**src/rv_exec_pkg.sv**
```systemverilog
// opcodes, ALU codes, address map and instruction layout, imported by the execute RTL and testbench
package rv_exec_pkg;

    // ~~~~~~~~~~~~~~~~~~~~~~~~~~~~~~~~~~~~~~~~~~~~~~~~~~~~~~~~~~~~~~~~~~~
    // major opcodes
    localparam logic [6:0] OPC_OP     = 7'b0110011;  // register-register
    localparam logic [6:0] OPC_OP_IMM = 7'b0010011;  // register-immediate
    localparam logic [6:0] OPC_LUI    = 7'b0110111;

    // ~~~~~~~~~~~~~~~~~~~~~~~~~~~~~~~~~~~~~~~~~~~~~~~~~~~~~~~~~~~~~~~~~~~
    // ALU operation codes
    localparam logic [3:0] ALU_ADD    = 4'd0;
    localparam logic [3:0] ALU_SUB    = 4'd1;
    localparam logic [3:0] ALU_SLL    = 4'd2;
    localparam logic [3:0] ALU_SLT    = 4'd3;
    localparam logic [3:0] ALU_SLTU   = 4'd4;
    localparam logic [3:0] ALU_XOR    = 4'd5;
    localparam logic [3:0] ALU_SRL    = 4'd6;
    localparam logic [3:0] ALU_SRA    = 4'd7;
    localparam logic [3:0] ALU_OR     = 4'd8;
    localparam logic [3:0] ALU_AND    = 4'd9;
    localparam logic [3:0] ALU_PASS_B = 4'd10;   // operand B straight through, for LUI

    // ~~~~~~~~~~~~~~~~~~~~~~~~~~~~~~~~~~~~~~~~~~~~~~~~~~~~~~~~~~~~~~~~~~~
    // AXI4-Lite address map and responses
    localparam logic [11:0] ADDR_INSTR    = 12'h000;
    localparam logic [11:0] ADDR_REG_BASE = 12'h080;  // xn at base + 4*n

    localparam logic [1:0] RESP_OKAY   = 2'b00;
    localparam logic [1:0] RESP_SLVERR = 2'b10;

    // one instruction word, seen as R-type or I-type
    typedef union packed {
        struct packed {
            logic [6:0] funct7;
            logic [4:0] rs2;
            logic [4:0] rs1;
            logic [2:0] funct3;
            logic [4:0] rd;
            logic [6:0] opcode;
        } r;
        struct packed {
            logic [11:0] imm12;
            logic [4:0]  rs1;
            logic [2:0]  funct3;
            logic [4:0]  rd;
            logic [6:0]  opcode;
        } i;
    } rv_instr_u;

endpackage

```
**src/alu.sv**
```systemverilog
// integer ALU for the execute core, operand B from rs2 or the decoded immediate
`timescale 1ns/1ns

module alu import rv_exec_pkg::*; (
    input  logic [31:0] rs1_data_i,
    input  logic [31:0] rs2_data_i,
    input  logic [31:0] imm_i,
    input  logic        use_imm_i,
    input  logic [3:0]  alu_op_i,
    output logic [31:0] result_o
);

    logic [31:0] op_b;
    logic [4:0]  shamt;

    assign op_b  = use_imm_i ? imm_i : rs2_data_i;
    assign shamt = op_b[4:0];   // shifts only look at the low 5 bits

    always_comb begin
        case (alu_op_i)
            ALU_ADD:    result_o = rs1_data_i + op_b;
            ALU_SUB:    result_o = rs1_data_i - op_b;
            ALU_SLL:    result_o = rs1_data_i << shamt;
            ALU_SLT: begin
                result_o = {31'd0, $signed(rs1_data_i) < $signed(op_b)};
            end
            ALU_SLTU:   result_o = {31'd0, rs1_data_i < op_b};
            ALU_XOR:    result_o = rs1_data_i ^ op_b;
            ALU_SRL:    result_o = rs1_data_i >> shamt;
            ALU_SRA:    result_o = $unsigned($signed(rs1_data_i) >>> shamt);
            ALU_OR:     result_o = rs1_data_i | op_b;
            ALU_AND:    result_o = rs1_data_i & op_b;
            ALU_PASS_B: result_o = op_b;   // lui
            default:    result_o = '0;
        endcase
    end

endmodule

```
**src/axil_exec_slave.sv**
```systemverilog
// AXI4-Lite slave for the execute core: instruction writes issue to the core, reads return registers
`timescale 1ns/1ns

module axil_exec_slave import rv_exec_pkg::*; #(
    parameter int ADDR_W   = 12,
    parameter int NUM_REGS = 32
) (
    input  logic              clk_i,
    input  logic              rst_n_i,
    input  logic [ADDR_W-1:0] awaddr_i,
    input  logic              awvalid_i,
    output logic              awready_o,
    input  logic [31:0]       wdata_i,
    input  logic [3:0]        wstrb_i,     // ignored, full words assumed
    input  logic              wvalid_i,
    output logic              wready_o,
    output logic [1:0]        bresp_o,
    output logic              bvalid_o,
    input  logic              bready_i,
    input  logic [ADDR_W-1:0] araddr_i,
    input  logic              arvalid_i,
    output logic              arready_o,
    output logic [31:0]       rdata_o,
    output logic [1:0]        rresp_o,
    output logic              rvalid_o,
    input  logic              rready_i,
    output logic              issue_o,
    output logic [31:0]       instr_o,
    output logic [4:0]        host_raddr_o,
    input  logic              illegal_i,
    input  logic [31:0]       host_rdata_i
);

    logic              live_q;     // goes high the cycle after reset
    logic              wr_hs;
    logic              wr_instr;
    logic              ar_hs;
    logic [ADDR_W-1:0] rd_off;
    logic              rd_hit;

    // ~~~~~~~~~~~~~~~~~~~~~~~~~~~~~~~~~~~~~~~~~~~~~~~~~~~~~~~~~~~~~~~~~~~
    // write channel, AW and W taken together

    assign wr_hs     = live_q && awvalid_i && wvalid_i && !bvalid_o;
    assign awready_o = wr_hs;
    assign wready_o  = wr_hs;
    assign wr_instr  = (awaddr_i == ADDR_W'(ADDR_INSTR));
    assign issue_o   = wr_hs && wr_instr;
    assign instr_o   = wdata_i;

    // ~~~~~~~~~~~~~~~~~~~~~~~~~~~~~~~~~~~~~~~~~~~~~~~~~~~~~~~~~~~~~~~~~~~
    // read channel and register window decode

    assign ar_hs        = live_q && arvalid_i && !rvalid_o;
    assign arready_o    = live_q && !rvalid_o;
    assign rd_off       = araddr_i - ADDR_W'(ADDR_REG_BASE);
    assign rd_hit       = (araddr_i >= ADDR_W'(ADDR_REG_BASE))
                       && (rd_off[1:0] == 2'b00)
                       && (rd_off[ADDR_W-1:2] < NUM_REGS);
    assign host_raddr_o = rd_off[6:2];

    always_ff @(posedge clk_i) begin
        if (!rst_n_i) begin
            live_q   <= 1'b0;
            bvalid_o <= 1'b0;
            rvalid_o <= 1'b0;
        end else begin
            live_q <= 1'b1;
            if (wr_hs) begin
                bvalid_o <= 1'b1;
            end else if (bready_i) begin
                bvalid_o <= 1'b0;
            end
            if (ar_hs) begin
                rvalid_o <= 1'b1;
            end else if (rready_i) begin
                rvalid_o <= 1'b0;
            end
        end
    end

    // response payloads, held while valid waits
    always_ff @(posedge clk_i) begin
        if (wr_hs) begin
            bresp_o <= (wr_instr && !illegal_i) ? RESP_OKAY : RESP_SLVERR;
        end
        if (ar_hs) begin
            rdata_o <= rd_hit ? host_rdata_i : '0;
            rresp_o <= rd_hit ? RESP_OKAY : RESP_SLVERR;
        end
    end

endmodule

```
**src/instr_decode.sv**
```systemverilog
// combinational RV32I decoder: register indices, immediate, ALU op select and the illegal flag
`timescale 1ns/1ns

module instr_decode import rv_exec_pkg::*; #(
    parameter int NUM_REGS = 32
) (
    input  logic [31:0] instr_i,
    output logic [4:0]  rs1_o,
    output logic [4:0]  rs2_o,
    output logic [4:0]  rd_o,
    output logic [31:0] imm_o,
    output logic        use_imm_o,
    output logic [3:0]  alu_op_o,
    output logic        illegal_o
);

    rv_instr_u instr;
    logic      bad_op;
    logic      use_rs1;
    logic      use_rs2;
    logic      bad_reg;

    assign instr = instr_i;
    assign rs1_o = instr.r.rs1;   // straight to the register file
    assign rs2_o = instr.r.rs2;
    assign rd_o  = instr.r.rd;

    always_comb begin
        bad_op    = 1'b0;
        use_rs1   = 1'b1;
        use_rs2   = 1'b0;
        use_imm_o = 1'b1;
        alu_op_o  = ALU_ADD;
        imm_o     = {{20{instr.i.imm12[11]}}, instr.i.imm12};  // sign-extended I imm
        case (instr.r.opcode)
            OPC_OP: begin
                use_rs2   = 1'b1;
                use_imm_o = 1'b0;
                case ({instr.r.funct7, instr.r.funct3})
                    {7'h00, 3'b000}: alu_op_o = ALU_ADD;
                    {7'h20, 3'b000}: alu_op_o = ALU_SUB;
                    {7'h00, 3'b001}: alu_op_o = ALU_SLL;
                    {7'h00, 3'b010}: alu_op_o = ALU_SLT;
                    {7'h00, 3'b011}: alu_op_o = ALU_SLTU;
                    {7'h00, 3'b100}: alu_op_o = ALU_XOR;
                    {7'h00, 3'b101}: alu_op_o = ALU_SRL;
                    {7'h20, 3'b101}: alu_op_o = ALU_SRA;
                    {7'h00, 3'b110}: alu_op_o = ALU_OR;
                    {7'h00, 3'b111}: alu_op_o = ALU_AND;
                    default:         bad_op   = 1'b1;
                endcase
            end
            OPC_OP_IMM: begin
                case (instr.i.funct3)
                    3'b000: alu_op_o = ALU_ADD;
                    3'b010: alu_op_o = ALU_SLT;
                    3'b011: alu_op_o = ALU_SLTU;
                    3'b100: alu_op_o = ALU_XOR;
                    3'b110: alu_op_o = ALU_OR;
                    3'b111: alu_op_o = ALU_AND;
                    3'b001: begin
                        alu_op_o = ALU_SLL;
                        bad_op   = (instr.i.imm12[11:5] != 7'h00);
                    end
                    default: begin
                        // srli/srai, imm[10] picks arithmetic
                        alu_op_o = instr.i.imm12[10] ? ALU_SRA : ALU_SRL;
                        bad_op   = ({instr.i.imm12[11], instr.i.imm12[9:5]} != 6'h00);
                    end
                endcase
            end
            OPC_LUI: begin
                use_rs1  = 1'b0;
                alu_op_o = ALU_PASS_B;
                imm_o    = {instr.i.imm12, instr.i.rs1, instr.i.funct3, 12'h000};
            end
            default: bad_op = 1'b1;
        endcase
    end

    // only indices the instruction really names are checked (rv32e)
    assign bad_reg = (32'(rd_o) >= NUM_REGS)
                  || (use_rs1 && 32'(rs1_o) >= NUM_REGS)
                  || (use_rs2 && 32'(rs2_o) >= NUM_REGS);

    assign illegal_o = bad_op || bad_reg;

endmodule

```
**src/reg_file.sv**
```systemverilog
// integer register file with x0 tied to zero, two operand read ports, a host port and one write port
`timescale 1ns/1ns

module reg_file #(
    parameter int NUM_REGS = 32
) (
    input  logic        clk_i,
    input  logic        rst_n_i,
    input  logic [4:0]  raddr1_i,
    input  logic [4:0]  raddr2_i,
    input  logic [4:0]  raddr3_i,
    output logic [31:0] rdata1_o,
    output logic [31:0] rdata2_o,
    output logic [31:0] rdata3_o,
    input  logic        we_i,
    input  logic [4:0]  waddr_i,
    input  logic [31:0] wdata_i
);

    logic [31:0] regs [NUM_REGS];

    // x0 and indices past the array read as zero
    function automatic logic [31:0] read_port(input logic [4:0] addr);
        logic [31:0] val;
        val = '0;
        if (addr != 5'd0 && 32'(addr) < NUM_REGS) begin
            val = regs[addr];
        end
        return val;
    endfunction

    always_ff @(posedge clk_i) begin
        if (!rst_n_i) begin
            for (int n = 0; n < NUM_REGS; n++) begin
                regs[n] <= '0;
            end
        end else if (we_i && waddr_i != 5'd0 && 32'(waddr_i) < NUM_REGS) begin
            regs[waddr_i] <= wdata_i;   // x0 writes dropped
        end
    end

    always_comb begin
        rdata1_o = read_port(raddr1_i);
        rdata2_o = read_port(raddr2_i);
        rdata3_o = read_port(raddr3_i);   // host side
    end

endmodule

```
**src/rv_exec_top.sv**
```systemverilog
// top of the RV32I execute subsystem: AXI4-Lite slave, decoder, register file and ALU
`timescale 1ns/1ns

module rv_exec_top #(
    parameter int ADDR_W   = 12,
    parameter int NUM_REGS = 32
) (
    input  logic              clk_i,
    input  logic              rst_n_i,
    input  logic [ADDR_W-1:0] awaddr_i,
    input  logic              awvalid_i,
    output logic              awready_o,
    input  logic [31:0]       wdata_i,
    input  logic [3:0]        wstrb_i,
    input  logic              wvalid_i,
    output logic              wready_o,
    output logic [1:0]        bresp_o,
    output logic              bvalid_o,
    input  logic              bready_i,
    input  logic [ADDR_W-1:0] araddr_i,
    input  logic              arvalid_i,
    output logic              arready_o,
    output logic [31:0]       rdata_o,
    output logic [1:0]        rresp_o,
    output logic              rvalid_o,
    input  logic              rready_i
);

    logic        issue;
    logic [31:0] instr;
    logic        illegal;
    logic [4:0]  host_raddr;
    logic [31:0] host_rdata;
    logic [4:0]  rs1;
    logic [4:0]  rs2;
    logic [4:0]  rd;
    logic [31:0] imm;
    logic        use_imm;
    logic [3:0]  alu_op;
    logic [31:0] rs1_data;
    logic [31:0] rs2_data;
    logic [31:0] result;
    logic        reg_we;

    // decode and slave paths meet here
    assign reg_we = issue && !illegal;

    axil_exec_slave #(
        .ADDR_W   (ADDR_W),
        .NUM_REGS (NUM_REGS)
    ) u_slave (
        .*,                            // bus ports keep their names
        .issue_o      (issue),
        .instr_o      (instr),
        .host_raddr_o (host_raddr),
        .illegal_i    (illegal),
        .host_rdata_i (host_rdata)
    );

    instr_decode #(
        .NUM_REGS (NUM_REGS)
    ) u_decode (
        .instr_i   (instr),
        .rs1_o     (rs1),
        .rs2_o     (rs2),
        .rd_o      (rd),
        .imm_o     (imm),
        .use_imm_o (use_imm),
        .alu_op_o  (alu_op),
        .illegal_o (illegal)
    );

    reg_file #(
        .NUM_REGS (NUM_REGS)
    ) u_regs (
        .clk_i    (clk_i),
        .rst_n_i  (rst_n_i),
        .raddr1_i (rs1),
        .raddr2_i (rs2),
        .raddr3_i (host_raddr),
        .rdata1_o (rs1_data),
        .rdata2_o (rs2_data),
        .rdata3_o (host_rdata),
        .we_i     (reg_we),
        .waddr_i  (rd),
        .wdata_i  (result)
    );

    alu u_alu (
        .rs1_data_i (rs1_data),
        .rs2_data_i (rs2_data),
        .imm_i      (imm),
        .use_imm_i  (use_imm),
        .alu_op_i   (alu_op),
        .result_o   (result)
    );

endmodule

```
**config.mk**
```make
export PLATFORM = sky130hd
export DESIGN_NAME = rv_exec_top
export DESIGN_NICKNAME = d
export VERILOG_FILES = /design/src/rv_exec_pkg.sv /design/src/alu.sv /design/src/axil_exec_slave.sv /design/src/instr_decode.sv /design/src/reg_file.sv /design/src/rv_exec_top.sv
export SDC_FILE = /design/constraint.sdc
export NUM_CORES = 2
export LEC_CHECK = 0
export BUFFER_PORTS_ARGS = -buffer_cell sky130_fd_sc_hd__buf_2
export CAP_MARGIN = 25
export CORE_AREA = 2 2 438 440
export CTS_CLUSTER_DIAMETER = 60
export CTS_CLUSTER_SIZE = 28
export DETAILED_ROUTE_END_ITERATION = 16
export DIE_AREA = 0 0 440 442
export PLACE_DENSITY_LB_ADDON = 0.08
export SKIP_LAST_GASP = 1
export SLEW_MARGIN = 30
export SYNTH_ARGS = -nofsm -noshare
export SYNTH_HDL_FRONTEND = slang
export SYNTH_HIERARCHICAL = 1
export SYNTH_SLANG_ARGS = --single-unit
```
**constraint.sdc**
```tcl
create_clock -name clk_i -period 11.45 [get_ports clk_i]
set_input_delay 1.145 -clock clk_i [delete_from_list [all_inputs] [get_ports clk_i]]
set_output_delay 1.145 -clock clk_i [all_outputs]
set_load 0.1 [all_outputs]
```
# Yosys cells after proc, flatten, opt, wreduce, memory -nomap -nowiden
# Memory sizes are Yosys's and may differ from the RTL's. A register that Yosys moved wholly into a read port is not among the register bits.
# Cells that the tools add are included.
# op_classes
add_sub_neg,3
mul,0
div_mod_pow,0
magnitude_cmp,4
eq_ne,28
shift,3
n_mux,26
n_bitwise,3
n_reduce_logical,33
# op_table
operator,n
32-bit one-hot mux with 11 select lines,1
32-bit 2-to-1 mux,4
32-bit < comparator,2
10-bit by 3-bit equality test with 1-bit output (second input constant),4
4-bit one-hot mux with 9 select lines,1
32-bit adder,1
32-bit AND,1
32-bit bitwise OR,1
32-bit OR reduction,1
32-bit by 5-bit << shifter with 32-bit output,1
32-bit by 5-bit >> shifter with 32-bit output,1
32-bit by 5-bit >>> shifter with 32-bit output,1
32-bit subtractor,1
32-bit bitwise XOR,1
31-bit 2-to-1 mux,1
4-bit one-hot mux with 7 select lines,1
10-bit by 2-bit equality test with 1-bit output (second input constant),2
10-bit by 9-bit equality test with 1-bit output (second input constant),2
5-bit nonzero test,4
4-bit by 3-bit equality test with 1-bit output (second input constant),4
7-bit by 6-bit equality test with 1-bit output (second input constant),2
4-bit equality test (second input constant),3
12-bit by 8-bit >= comparator with 1-bit output (second input constant),1
1-bit logical AND,12
27 further kinds,47
# totals
ff_bits,7
latch_bits,0
ramBits,1024
rom_bits,0
in_bits,67
output_inout_bits,41
wordCells,106
memories,1
# memory_table
name,depth,word_bits,rd,rd_clocked_by_memory_dff,write_ports,line_no,rtl
u_regs.regs,32,32,3,1,32,reg_file.sv:20,logic [31:0] regs [NUM_REGS];

# Depth between registers and ports, before layout
# logic_depth
word_depth,12
ltp_mapped,29
depth_no_buf,18

# Cells and area by module
# The synthesis kept the hierarchy.
# modules_own_cells
module,instances,cells_each,area_each_um2,seq_area_each_um2
reg_file,1,4327,62555.0,30749.5
alu,1,1466,10092.2,0.0
axil_exec_slave,1,174,2132.0,1081.0
instr_decode,1,99,661.9,0.0
rv_exec_top,1,1,13.8,0.0

# Worst setup path before layout
# Ideal clock, no wire load.
# synth_path
path_kind,input port to flip-flop
from,input port wdata_i[21]
to,memory u_regs.regs[10][24] (data pin)
setup_time_ns,0.255
arrival_time_ns,6.953
setup_slack_ns,4.242
stages,27
path_buffers,10
cell_sequence,buf_4 -> buf_4 -> buf_2 -> buf_2 -> buf_2 -> mux4_2 -> mux2i_1 -> nor2_1 -> a211o_1 -> mux2i_2 -> inv_2 -> buf_4 -> buf_2 -> buf_2 -> buf_2 -> ha_1 -> fa_1 -> o21bai_1 -> o2111ai_1 -> a32oi_1 -> a211oi_1 -> nor3_1 -> nor3_1 -> a211o_1 -> a221o_1 -> clkbuf_1 -> and2_1
# synth_lines
item,line_no,rtl
start: declaration,rv_exec_top.sv:13,"input logic [31:0] wdata_i,"
end: declaration,reg_file.sv:20,

==> impl_metrics.toml <==
[run_status]
outcome = "completed"

[job]
drv.max_cap_violation_count = 0

[clock_tree]
cts_resized = 0
cts_buffers = 109
root_buffer = "clkbuf_16"
clk-insertion-delay-late_ns = 0.83
postCtsSetupBuffers = 0
htreeDepth = 3
ctsLongestPathBuffers = 3
cts_tree = "built"
cts_sinks = 1061
cts.reportedPaths.clkPinSlew_ns = 0.08
hold_buffers = 0

[setup_path]
worstSetupPathType = "input pin to flop"
cp_cell_sequence = "buf_8, buf_12, buf_4, mux4_2, mux2i_1, o22ai_1, a211o_1, mux2i_1, ha_1, inv_1, o31ai_1, nor3_1, a21oi_1, a31oi_1, o22ai_1, o31ai_1, nand4_1, buf_4, and2_1"
critical_path.max_fanout = 54
cp_top_family = "compound AO/OA/AOI/OAI gates"
worstPathRequired_ns = 12.00
cp-start-kind = "input pin"
slowest_stage = "mux2i_1"
crit_arrival_ns = 8.68
crit_buf_inv = 5
end_kind = "flop"
cp_slowest_stage_delay_ns = 0.83

[drt]
wl_met2_um = 154000
routed_wl_um = 345000
drt_iter0_drc = 8438
ant_nets = 0
wl_met3_um = 35100
top_layer_used = "met5"
via_per_inst = 6.79
vias = 57900
drc = 0
wl_met1_um = 133000
wl_per_cell_um = 40.5
drtPass1Iterations = 10

[sta]
hold_viol = 0
worst_slew_margin_rel = 0.173
min_period_ns = 8.13
setup_violations = 0
final.setup.tns_ns = 0
clock_skew_ns = 0.0788
finalCritPeriodShare = 0.710
timing.fmax_ghz = 0.123
slew_violations = 0
worst_pin_slew_ns = 1.23
rsz0062_at_grt = "no"

[global_route]
grt_use_total = 0.349
antenna_found_initial = 24
grt_max_degree = 97
overflow = 0
grt_pass1_wl_um = 470000
grt_pass1_vias = 55900

[synthesis]
synth_seq_area_share = 0.422
yosys_warnings = 6
synth.distinct_cells = 98
synthFlopType = "edfxtp_1"
synth_cells = 6067
synthArstFlopShare = 0
syn_area_um2 = 75500
ys_ff_latch = 1061
avgSynthCellArea_um2 = 12.4
synth-edff-count = 1058

[final_layout]
layout.area.seq_um2 = 31800
multi_input_area_um2 = 41200
utilization = 0.443
drive_gt1_frac = 0.262
area_growth_pct = 11.2
nNetsFinal = 6089
filler_cell_count = 17000

[pwr]
cellLeakagePower_nw = 30.5
power_density_nw_per_um2 = 137
peakVddDrop_v = 0.000131

[placement]
io_buffers = 101
place_hpwl_um = 226000
gp_congestion = 1.01

[floorplanning]
rows = 160
die_w_um = 440
start_util = 0.398
io_pins = 108
core_um2 = 190000
die_y_um = 442
die-area_um2 = 194000

[min_path]
hp-class = "flop to flop"
## cell type report
class,instances,area share
multi-input cells,4175,0.491
flip-flops and latches,1061,0.379
inverters,171,0.00765
well taps,2511,0.0374
clock inverters,93,0.0136
diodes,9,0.000268
repair buffers,401,0.0376
clock buffers,113,0.0329
## state kept, by name (all words and copies together), names as in the netlist
name              count
u_regs/regs        1024
u_slave/rdata_o      32
u_slave/bresp_o       1
u_slave/bvalid_o      1
u_slave/live_q        1
u_slave/rresp_o       1
u_slave/rvalid_o      1
## cell usage in the layout (no fill, tap or decap), types with 90 or more instances in the layout
master     synthesis  routed
edfxtp_1        1058    1058
and2_1          1019    1017
mux4_2           654     654
mux2i_1          474     468
buf_4             98     280
a21oi_1          179     178
inv_1            167     165
nor2_1           194     160
nand2_1          155     152
clkbuf_16          0     110
o21ai_0          140     107
ha_1             101     101
buf_2            114      90
mux2_2            90      90
## kinds of logic after synthesis
family | after synthesis | synth area share
mux | 1222 | 0.272
fa+ha+maj | 103 | 0.0173
buf+inv | 863 | 0.0519
compound gates | 1060 | 0.0996
other cells | 2 | 0.0000995
flops | 1061 | 0.422
xor+xnor | 15 | 0.00174
simple gates | 1741 | 0.135
## power by group
part           switching [mW]  leakage (nW)  total [mW]  internal (mW)
combinational            2.09          17.9        3.03          0.939
clock                    1.86          1.87        3.95           2.09
sequential              0.112          10.7        4.53           4.42
total                    4.06          30.5        11.5           7.44
## worst paths after layout
kind,depth (start not counted),slack (ns),start,end
min reg2reg,2,0.51,u_slave/bvalid_o,u_slave/bvalid_o
min,2,0.51,u_slave/bvalid_o,u_slave/bvalid_o
max reg2reg,20,4.31,u_regs/regs[9][0],u_regs/regs[25][24]
max,19,3.32,wdata_i[21],u_regs/regs[1][18]
## cells in the mapped netlist (36+ instances only)
cell       instances  area, um^2
inv_1            167         627
a22oi_1           82         616
mux4_2           654       14700
buf_1             36         135
o22ai_1           83         519
o211ai_1          43         323
a211oi_1          91         683
a2111oi_0         42         368
nor2_1           194         728
nor4_1            44         275
o221ai_1          43         377
edfxtp_1        1058       31800
buf_4             98         736
nor2b_1           83         519
a21oi_1          179         896
a22o_1            68         596
buf_2            114         571
clkbuf_1         421        1580
ha_1             101        1260
nor3_1            78         390
nand2_1          155         582
o21ai_0          140         701
mux2i_1          474        4740
mux2_2            90        1010
nand3_1           46         230
and2_1          1019        6370
## per-layer routing
metal | up-vias | track usage
li1 | 23300 | -
met1 | 30300 | 0.462
met2 | 3657 | 0.532
met3 | 672 | 0.0743
met4 | 6 | 0.193
met5 | - | 0.00993
## through the flow
stage          cell area (um^2)  hold WS (ns)  instances  setup slack, ns  total power, mW
2_1_floorplan             75600         0.501       6099             4.24             6.24
3_3_place_gp              79500         0.476       8309             2.47             7.52
3_5_place_dp              79900         0.502       8319             2.63             7.56
4_1_cts                   83800         0.515       8525             3.42             11.5
5_1_grt                   83900         0.543       8526             3.17             11.8
6_report                  83900         0.507       8534             3.32             11.5
## worst reg2reg max path: stages, from the launching register on
cell and delay, ns:
edfxtp_1 0.43, mux4_2 0.48, mux2i_1 0.54, o22ai_1 0.23, a211o_1 0.42, mux2i_4 0.19
buf_4 0.32, inv_2 0.08, ha_1 0.22, fa_1 0.45, o21bai_1 0.28, o2111ai_1 0.19
a32oi_1 0.62, a211oi_1 0.17, buf_4 0.21, nor3_1 0.58, nor3_1 0.25, a211o_1 0.32
a221o_1 0.34, buf_4 0.25, and2_1 0.29
(Power assumes the default switching activity.)
